[config.mk]
export PLATFORM = sky130hd
export DESIGN_NAME = rv_core_top
export DESIGN_NICKNAME = d
export VERILOG_FILES = /design/src/verilog/core_pkg.sv /design/src/verilog/rv_isa_pkg.sv /design/src/verilog/pc_unit.sv /design/src/verilog/decoder.sv /design/src/verilog/register_file.sv /design/src/verilog/exec_unit.sv /design/src/verilog/lsu.sv /design/src/verilog/rv_core_top.sv
export SDC_FILE = /design/constraint.sdc
export NUM_CORES = 2
export LEC_CHECK = 0
export CAP_MARGIN = 20
export CELL_PAD_IN_SITES_DETAIL_PLACEMENT = 1
export CELL_PAD_IN_SITES_GLOBAL_PLACEMENT = 2
export CORE_MARGIN = 5
export CORE_UTILIZATION = 40
export CTS_CLUSTER_SIZE = 24
export DETAILED_ROUTE_END_ITERATION = 8
export DONT_BUFFER_PORTS = 1
export GPL_TIMING_DRIVEN = 1
export PLACE_DENSITY = 0.76
export REMOVE_ABC_BUFFERS = 1
export SLEW_MARGIN = 20
export SYNTH_ARGS = -nofsm -noshare
export SYNTH_HDL_FRONTEND = slang
export SYNTH_SLANG_ARGS = --single-unit
[constraint.sdc]
create_clock -name clk -period 7.8 [get_ports clk]
set_input_delay 1.17 -clock clk [delete_from_list [all_inputs] [get_ports clk]]
set_output_delay 1.17 -clock clk [all_outputs]
set_load 0.02 [all_outputs]
[src/verilog/core_pkg.sv]
package core_pkg;

  // data and address width
  localparam int xlen = 32;

  typedef logic [xlen-1:0] word_t;      // data or address word
  typedef logic [4:0]      reg_idx_t;   // x0 .. x31
  typedef logic [3:0]      byte_mask_t; // one bit per byte lane

  // first adder operand
  typedef enum logic [1:0] {
    op_a_rs1  = 2'd0,
    op_a_pc   = 2'd1,
    op_a_zero = 2'd2  // lui, imm passes straight through
  } op_a_sel_t;

  // source of the register write-back value
  typedef enum logic [1:0] {
    wb_sum      = 2'd0, // adder result
    wb_pc_plus4 = 2'd1, // link address for jal/jalr
    wb_load     = 2'd2  // extended load data
  } wb_sel_t;

endpackage

[src/verilog/rv_isa_pkg.sv]
package rv_isa_pkg;

  // field widths
  localparam int opcode_w    = 7;
  localparam int funct3_w    = 3;
  localparam int reg_field_w = 5;

  // field positions, lsb of each field
  localparam int rd_lsb     = 7;
  localparam int funct3_lsb = 12;
  localparam int rs1_lsb    = 15;
  localparam int rs2_lsb    = 20;

  // opcodes
  localparam logic [opcode_w-1:0] opc_op_imm = 7'b001_0011;
  localparam logic [opcode_w-1:0] opc_auipc  = 7'b001_0111;
  localparam logic [opcode_w-1:0] opc_lui    = 7'b011_0111;
  localparam logic [opcode_w-1:0] opc_jal    = 7'b110_1111;
  localparam logic [opcode_w-1:0] opc_jalr   = 7'b110_0111;
  localparam logic [opcode_w-1:0] opc_load   = 7'b000_0011;
  localparam logic [opcode_w-1:0] opc_store  = 7'b010_0011;
  localparam logic [opcode_w-1:0] opc_system = 7'b111_0011;

  // load/store width encodings
  localparam logic [funct3_w-1:0] f3_byte   = 3'b000;
  localparam logic [funct3_w-1:0] f3_half   = 3'b001;
  localparam logic [funct3_w-1:0] f3_word   = 3'b010;
  localparam logic [funct3_w-1:0] f3_byte_u = 3'b100;
  localparam logic [funct3_w-1:0] f3_half_u = 3'b101;

endpackage

[src/verilog/pc_unit.sv]
`timescale 1ns/1ps

module pc_unit #(
  parameter core_pkg::word_t reset_pc = 32'h8000_0000
) (
  input  logic            clk,
  input  logic            arst_n,
  input  logic            jump,
  input  logic            jalr,
  input  core_pkg::word_t target,
  output core_pkg::word_t pc,
  output core_pkg::word_t pc_plus4
);

  core_pkg::word_t next_pc;

  assign pc_plus4 = pc + 32'd4;

  always_comb begin
    next_pc = pc_plus4;
    if (jump) begin
      // jalr drops bit 0 of rs1 + imm
      next_pc = jalr ? {target[31:1], 1'b0} : target;
    end
  end

  always_ff @(posedge clk or negedge arst_n) begin
    if (!arst_n) begin
      pc <= reset_pc;
    end else begin
      pc <= next_pc;
    end
  end

  // no compressed support, so every target must land on a word
  assert property (@(posedge clk) disable iff (!arst_n) pc[1:0] == 2'b00)
    else $error("pc not word aligned: %h", pc);

endmodule

[src/verilog/decoder.sv]
`timescale 1ns/1ps

module decoder (
  input  core_pkg::word_t                   inst,
  output core_pkg::reg_idx_t                rs1,
  output core_pkg::reg_idx_t                rs2,
  output core_pkg::reg_idx_t                rd,
  output core_pkg::word_t                   imm,
  output core_pkg::op_a_sel_t               op_a_sel,
  output core_pkg::wb_sel_t                 wb_sel,
  output logic                              reg_we,
  output logic                              mem_re,
  output logic                              mem_we,
  output logic                              jump,
  output logic                              jalr,
  output logic                              halt,
  output logic [rv_isa_pkg::funct3_w-1:0]   funct3
);

  logic [rv_isa_pkg::opcode_w-1:0] opcode;
  core_pkg::word_t imm_i;
  core_pkg::word_t imm_s;
  core_pkg::word_t imm_u;
  core_pkg::word_t imm_j;

  // field split
  assign opcode = inst[rv_isa_pkg::opcode_w-1:0];
  assign rd     = inst[rv_isa_pkg::rd_lsb +: rv_isa_pkg::reg_field_w];
  assign rs1    = inst[rv_isa_pkg::rs1_lsb +: rv_isa_pkg::reg_field_w];
  assign rs2    = inst[rv_isa_pkg::rs2_lsb +: rv_isa_pkg::reg_field_w];
  assign funct3 = inst[rv_isa_pkg::funct3_lsb +: rv_isa_pkg::funct3_w];

  // immediates, all sign extended from bit 31
  assign imm_i = {{20{inst[31]}}, inst[31:20]};
  assign imm_s = {{20{inst[31]}}, inst[31:25], inst[11:7]};
  assign imm_u = {inst[31:12], 12'h000};
  assign imm_j = {{12{inst[31]}}, inst[19:12], inst[20], inst[30:21], 1'b0};

  always_comb begin
    // unknown opcodes fall through as a nop
    imm      = imm_i;
    op_a_sel = core_pkg::op_a_rs1;
    wb_sel   = core_pkg::wb_sum;
    reg_we   = 1'b0;
    mem_re   = 1'b0;
    mem_we   = 1'b0;
    jump     = 1'b0;
    jalr     = 1'b0;
    halt     = 1'b0;
    case (opcode)
      rv_isa_pkg::opc_op_imm: begin
        reg_we = 1'b1; // always an add, funct3 not looked at
      end
      rv_isa_pkg::opc_lui: begin
        imm      = imm_u;
        op_a_sel = core_pkg::op_a_zero;
        reg_we   = 1'b1;
      end
      rv_isa_pkg::opc_auipc: begin
        imm      = imm_u;
        op_a_sel = core_pkg::op_a_pc;
        reg_we   = 1'b1;
      end
      rv_isa_pkg::opc_jal: begin
        imm      = imm_j;
        op_a_sel = core_pkg::op_a_pc;
        wb_sel   = core_pkg::wb_pc_plus4;
        reg_we   = 1'b1;
        jump     = 1'b1;
      end
      rv_isa_pkg::opc_jalr: begin
        wb_sel = core_pkg::wb_pc_plus4;
        reg_we = 1'b1;
        jump   = 1'b1;
        jalr   = 1'b1;
      end
      rv_isa_pkg::opc_load: begin
        wb_sel = core_pkg::wb_load;
        reg_we = 1'b1;
        mem_re = 1'b1;
      end
      rv_isa_pkg::opc_store: begin
        imm    = imm_s;
        mem_we = 1'b1;
      end
      rv_isa_pkg::opc_system: begin
        // ebreak only, ecall and csr ops stay nops
        halt = (funct3 == 3'b000) && (inst[31:20] == 12'h001);
      end
      default: ;
    endcase
  end

endmodule

[src/verilog/register_file.sv]
`timescale 1ns/1ps

module register_file (
  input  logic               clk,
  input  logic               arst_n,
  input  core_pkg::reg_idx_t rs1,
  input  core_pkg::reg_idx_t rs2,
  input  core_pkg::reg_idx_t rd,
  input  logic               we,
  input  core_pkg::word_t    wdata,
  output core_pkg::word_t    rs1_data,
  output core_pkg::word_t    rs2_data
);

  core_pkg::word_t regs [32];

  // x0 is hardwired, entry 0 is never written
  always_ff @(posedge clk or negedge arst_n) begin
    if (!arst_n) begin
      regs <= '{default: '0};
    end else if (we && (rd != 5'd0)) begin
      regs[rd] <= wdata;
    end
  end

  // combinational reads, a write shows up next cycle
  assign rs1_data = (rs1 == 5'd0) ? '0 : regs[rs1];
  assign rs2_data = (rs2 == 5'd0) ? '0 : regs[rs2];

endmodule

[src/verilog/exec_unit.sv]
`timescale 1ns/1ps

module exec_unit (
  input  core_pkg::word_t     pc,
  input  core_pkg::word_t     pc_plus4,
  input  core_pkg::word_t     rs1_data,
  input  core_pkg::word_t     imm,
  input  core_pkg::word_t     load_data,
  input  core_pkg::op_a_sel_t op_a_sel,
  input  core_pkg::wb_sel_t   wb_sel,
  output core_pkg::word_t     sum,
  output core_pkg::word_t     rd_data
);

  core_pkg::word_t op_a;

  always_comb begin
    case (op_a_sel)
      core_pkg::op_a_pc:   op_a = pc;   // auipc, jal
      core_pkg::op_a_zero: op_a = '0;   // lui
      default:             op_a = rs1_data;
    endcase
  end

  // single adder, serves add results, addresses and jump targets
  assign sum = op_a + imm;

  always_comb begin
    case (wb_sel)
      core_pkg::wb_pc_plus4: rd_data = pc_plus4;
      core_pkg::wb_load:     rd_data = load_data;
      default:               rd_data = sum;
    endcase
  end

endmodule

[src/verilog/lsu.sv]
`timescale 1ns/1ps

module lsu (
  input  core_pkg::word_t                 addr,
  input  core_pkg::word_t                 rs2_data,
  input  core_pkg::word_t                 mem_rdata,
  input  logic [rv_isa_pkg::funct3_w-1:0] funct3,
  input  logic                            mem_re,
  input  logic                            mem_we,
  output core_pkg::word_t                 mem_addr,
  output core_pkg::word_t                 mem_wdata,
  output core_pkg::byte_mask_t            mem_wmask,
  output logic                            mem_re_out,
  output logic                            mem_we_out,
  output core_pkg::word_t                 load_data
);

  logic [1:0]      offset;
  logic [4:0]      shamt;     // byte offset in bits
  core_pkg::word_t rdata_sh;  // addressed lane moved to bit 0
  logic            misaligned;

  assign offset     = addr[1:0];
  assign shamt      = {offset, 3'b000};
  assign mem_addr   = {addr[31:2], 2'b00};
  assign mem_re_out = mem_re;
  assign mem_we_out = mem_we;

  // store side, data lands on the lanes the mask enables
  always_comb begin
    mem_wmask = 4'b0000;
    mem_wdata = '0;
    if (mem_we) begin
      case (funct3)
        rv_isa_pkg::f3_byte: begin
          mem_wmask = 4'b0001 << offset;
          mem_wdata = {24'h00_0000, rs2_data[7:0]} << shamt;
        end
        rv_isa_pkg::f3_half: begin
          mem_wmask = offset[1] ? 4'b1100 : 4'b0011;
          mem_wdata = {16'h0000, rs2_data[15:0]} << shamt;
        end
        rv_isa_pkg::f3_word: begin
          mem_wmask = 4'b1111;
          mem_wdata = rs2_data;
        end
        default: ; // no write
      endcase
    end
  end

  // load side
  assign rdata_sh = mem_rdata >> shamt;

  always_comb begin
    case (funct3)
      rv_isa_pkg::f3_byte:   load_data = {{24{rdata_sh[7]}}, rdata_sh[7:0]};
      rv_isa_pkg::f3_byte_u: load_data = {24'h00_0000, rdata_sh[7:0]};
      rv_isa_pkg::f3_half:   load_data = {{16{rdata_sh[15]}}, rdata_sh[15:0]};
      rv_isa_pkg::f3_half_u: load_data = {16'h0000, rdata_sh[15:0]};
      rv_isa_pkg::f3_word:   load_data = mem_rdata;
      default:               load_data = '0;
    endcase
  end

  always_comb begin
    misaligned = 1'b0;
    if (funct3 == rv_isa_pkg::f3_half || funct3 == rv_isa_pkg::f3_half_u) begin
      misaligned = offset[0];
    end else if (funct3 == rv_isa_pkg::f3_word) begin
      misaligned = (offset != 2'b00);
    end
    // no split accesses, the memory sees one aligned word
    assert final (!((mem_re || mem_we) && misaligned))
      else $error("misaligned access at %h, funct3 %b", addr, funct3);
  end

endmodule

[src/verilog/rv_core_top.sv]
`timescale 1ns/1ps

module rv_core_top #(
  parameter core_pkg::word_t reset_pc = 32'h8000_0000
) (
  input  logic                 clk,
  input  logic                 arst_n,
  input  core_pkg::word_t      inst,
  input  core_pkg::word_t      mem_rdata,
  output core_pkg::word_t      pc,
  output core_pkg::word_t      mem_addr,
  output core_pkg::word_t      mem_wdata,
  output core_pkg::byte_mask_t mem_wmask,
  output logic                 mem_we,
  output logic                 mem_re,
  output logic                 halt
);

  core_pkg::reg_idx_t  rs1;
  core_pkg::reg_idx_t  rs2;
  core_pkg::reg_idx_t  rd;
  core_pkg::word_t     imm;
  core_pkg::op_a_sel_t op_a_sel;
  core_pkg::wb_sel_t   wb_sel;
  logic                reg_we;
  logic                dec_mem_re; // before the lsu
  logic                dec_mem_we;
  logic                jump;
  logic                jalr;
  logic [2:0]          funct3;

  core_pkg::word_t     pc_plus4;
  core_pkg::word_t     rs1_data;
  core_pkg::word_t     rs2_data;
  core_pkg::word_t     sum;       // jump target and memory address
  core_pkg::word_t     rd_data;
  core_pkg::word_t     load_data;

  pc_unit #(.reset_pc(reset_pc)) i_pc_unit (
    .clk      (clk),
    .arst_n   (arst_n),
    .jump     (jump),
    .jalr     (jalr),
    .target   (sum),
    .pc       (pc),
    .pc_plus4 (pc_plus4)
  );

  decoder i_decoder (
    .inst     (inst),
    .rs1      (rs1),
    .rs2      (rs2),
    .rd       (rd),
    .imm      (imm),
    .op_a_sel (op_a_sel),
    .wb_sel   (wb_sel),
    .reg_we   (reg_we),
    .mem_re   (dec_mem_re),
    .mem_we   (dec_mem_we),
    .jump     (jump),
    .jalr     (jalr),
    .halt     (halt),
    .funct3   (funct3)
  );

  register_file i_register_file (
    .clk      (clk),
    .arst_n   (arst_n),
    .rs1      (rs1),
    .rs2      (rs2),
    .rd       (rd),
    .we       (reg_we),
    .wdata    (rd_data),
    .rs1_data (rs1_data),
    .rs2_data (rs2_data)
  );

  exec_unit i_exec_unit (
    .pc        (pc),
    .pc_plus4  (pc_plus4),
    .rs1_data  (rs1_data),
    .imm       (imm),
    .load_data (load_data),
    .op_a_sel  (op_a_sel),
    .wb_sel    (wb_sel),
    .sum       (sum),
    .rd_data   (rd_data)
  );

  lsu i_lsu (
    .addr       (sum),
    .rs2_data   (rs2_data),
    .mem_rdata  (mem_rdata),
    .funct3     (funct3),
    .mem_re     (dec_mem_re),
    .mem_we     (dec_mem_we),
    .mem_addr   (mem_addr),
    .mem_wdata  (mem_wdata),
    .mem_wmask  (mem_wmask),
    .mem_re_out (mem_re),
    .mem_we_out (mem_we),
    .load_data  (load_data)
  );

endmodule

==> results.cfg <==
[clocking]
clkSinkCount = 1056
post-cts-setup-buffers = 0
cts_max_level = 3
cts_buffer_depth = 3
clk_pin_slew_ps = 60
tritoncts.num_buffers = 118
cts_root_buf = clkbuf_16
insertion_delay_ps = 770
cts_resized = 0
hold_buffers = 0
cts_tree = done

[drt]
drc_errors = 0
drt-total-wl_um = 231000
ant_nets = 0
dr.max_layer_used = met5
vias = 45500
drt_iter0_drc = 4639
avgRoutedWirePerCell_um = 32.6
vias_per_cell = 6.43
wl_met1_um = 98300
wl_met2_um = 100000
dr.pass1.iters = 5
dr_wl_met3_um = 24800

[setup_path]
critPathMaxFanout = 258
worstReg2RegEnd = i_register_file.regs[159]$_DFFE_PN0P_
cpMaxStageDelayCell = mux4_2
worstPathBufferInverterCount = 1
cp_cell_sequence = mux4_2 > mux4_2 > mux2i_1 > o21ai_0 > ha_1 > fa_1 > a21oi_1 > o211ai_1 > a31oi_2 > nand2_1 > and3_1 > nor3b_1 > xnor2_1 > buf_4
rr_worst_depth = 13
required_ps = 6630
r2r_start = i_register_file.regs[640]$_DFFE_PN0P_
criticalPathCategory = in -> out
slowest_delay_ps = 780
crit_family = multiplexers
startpoint_type = input port
crit_top_cell = mux4_2
cp_data_arrival_time_ps = 6590
end_kind = output port
r2r_slack_ps = 1690

[final_layout]
drive_above_1_share = 0.210
final_common_cell = nand2_1
final_cells = 7077
nets = 5140
fillers = 15600
mostFrequentLayoutCells = 1,064 x nand2_1, 1,055 x dfrtp_1, 944 x o21ai_0, 642 x mux4_2, 194 x nor2_1
area_delta_synth_final_pct = 10.4
final_core_util = 0.444

[sta]
slew_headroom = 0.112
setup_viol = 0
fmax_ghz = 0.129
finalCritPeriodShare = 0.994
finClkSkew_ps = 36.4
rsz0062_at_grt = false
fin_crit_ps = 7760
finalMaxSlewViolations = 0
final-hold-violation-count = 0
setup-tns-final_ps = 0
worst_slew_pin_slew_ps = 1300

[floorplan]
start_util = 0.402
fp-row-count = 141
die_y_um = 395
die_area_um2 = 156000
io_pins = 169
die_w_um = 395
core_um2 = 147000

[global_route]
grt_pass1_vias = 47200
grt_pass1_wl_um = 339000
grt_max_degree = 263
grt_use_total = 0.294
gr-total-overflow = 0
antenna_found_initial = 12

[yosys]
synthCells = 5352
async_flop_share = 1.00
synth_warnings = 0
synth_area_um2 = 59300
synth_seq_cells = 1056
ys_top_cells_by_area = dfrtp_1 45%, mux4_2 24%, o21ai_0 8.1%
synth_cell_types = 80
ys_seq_area_frac = 0.446
synth_ff_type = dfrtp_1
netlist.area_leader.share = 0.445
avgSynthCellArea_um2 = 11.1
synth_edf_count = 0
yosysTopAreaCell = dfrtp_1

[pwr]
power.density_nw_per_um2 = 213
power.switching_uw = 3910
sequentialPowerShare = 0.448
p_sw_frac = 0.280
ir_worst_vdd_mv = 0.173
comb_power_share = 0.115
p_clk_frac = 0.437
finalPower_uw = 13900
leakagePower_uw = 0.0273
p_int_uw = 10000

[placed_design]
gp_congestion = 0.928
dp.cells = 6844
port_buffers = 0
post-dp-hpwl_um = 135000

[worst_hold_path]
hold_class = in -> async

[run]
maxCapViolations = 0

[status]
status = completed
==> how the worst max path moves through the flow <==
stage | to | start | slack [ps] | cells after the start
2_1_floorplan | i_register_file.regs[121]$_DFFE_PN0P_ | inst[3] | 100 | 15
3_3_place_gp | mem_wdata[18] | inst[15] | 320 | 12
3_5_place_dp | mem_wdata[18] | inst[15] | 220 | 12
4_1_cts | mem_wdata[18] | inst[15] | 210 | 12
5_1_grt | mem_addr[30] | inst[15] | 90 | 14
6_report | mem_addr[30] | inst[15] | 40 | 14
==> final cells by class <==
cell class / instances / area [um^2] / share of cell area
Clock buffer: 175 / 3560 / 0.0544
Multi-Input combinational cell: 3708 / 31100 / 0.475
Tap cell: 1930 / 2410 / 0.0369
Antenna cell: 7 / 17.5 / 0.000268
Inverter: 21 / 80.1 / 0.00122
Sequential cell: 1056 / 26400 / 0.404
Clock inverter: 47 / 658 / 0.0101
Timing Repair Buffer: 133 / 1180 / 0.0180
==> registers in the layout, summed over array words and instances (netlist names) <==
register	flops
i_register_file.regs	1024
i_pc_unit.pc	32
==> per-stage QoR <==
| stage | hold slack [ps] | setup WS, ps | cell area [um^2] |
|---|---|---|---|
| 5_1_grt | 112 | 87.0 | 65400 |
| 3_5_place_dp | 385 | 225 | 61000 |
| 4_1_cts | 69.2 | 208 | 65300 |
| 2_1_floorplan | 365 | 103 | 57000 |
| 3_3_place_gp | 376 | 318 | 61000 |
| 6_report | 117 | 43.8 | 65400 |
==> power groups by stage <==
stage / Sequential [uW] / Combinational, uW / Clock, uW
global placement: 6290 / 1540 / 0
global route: 6270 / 1720 / 6420
floorplan: 6110 / 996 / 0
CTS: 6220 / 1580 / 6190
detailed placement: 6320 / 1570 / 0
finish: 6240 / 1600 / 6090
==> synth_stat cells (39+ instances only) <==
cell,number
a21oi_1,110
a32oi_1,63
buf_1,40
buf_2,62
clkbuf_1,459
dfrtp_1,1055
mux2i_1,177
mux4_2,642
nand2_1,1096
nor2_1,195
o21ai_0,959
o21ai_1,41
xnor2_1,39
==> per-layer routing <==
layer  vias to the layer above  GRT usage
li1                      19100          -
met1                     24100      0.420
met2                      1934      0.436
met3                       367     0.0861
met4                         2     0.0918
met5                         -          0
==> logic make-up after synthesis <==
group / count (synthesis) / share of synthesized area
adders and majority gates: 36 / 0.00773
buffers and inverters: 589 / 0.0390
and+or+nand+nor: 1430 / 0.0966
DFF: 1056 / 0.446
muxes: 823 / 0.275
other: 1 / 0.0000633
xor gates and xnor gates: 53 / 0.00796
AOI/OAI and AO/OA: 1364 / 0.128
Note: power is estimated with default switching activity, not from simulation.
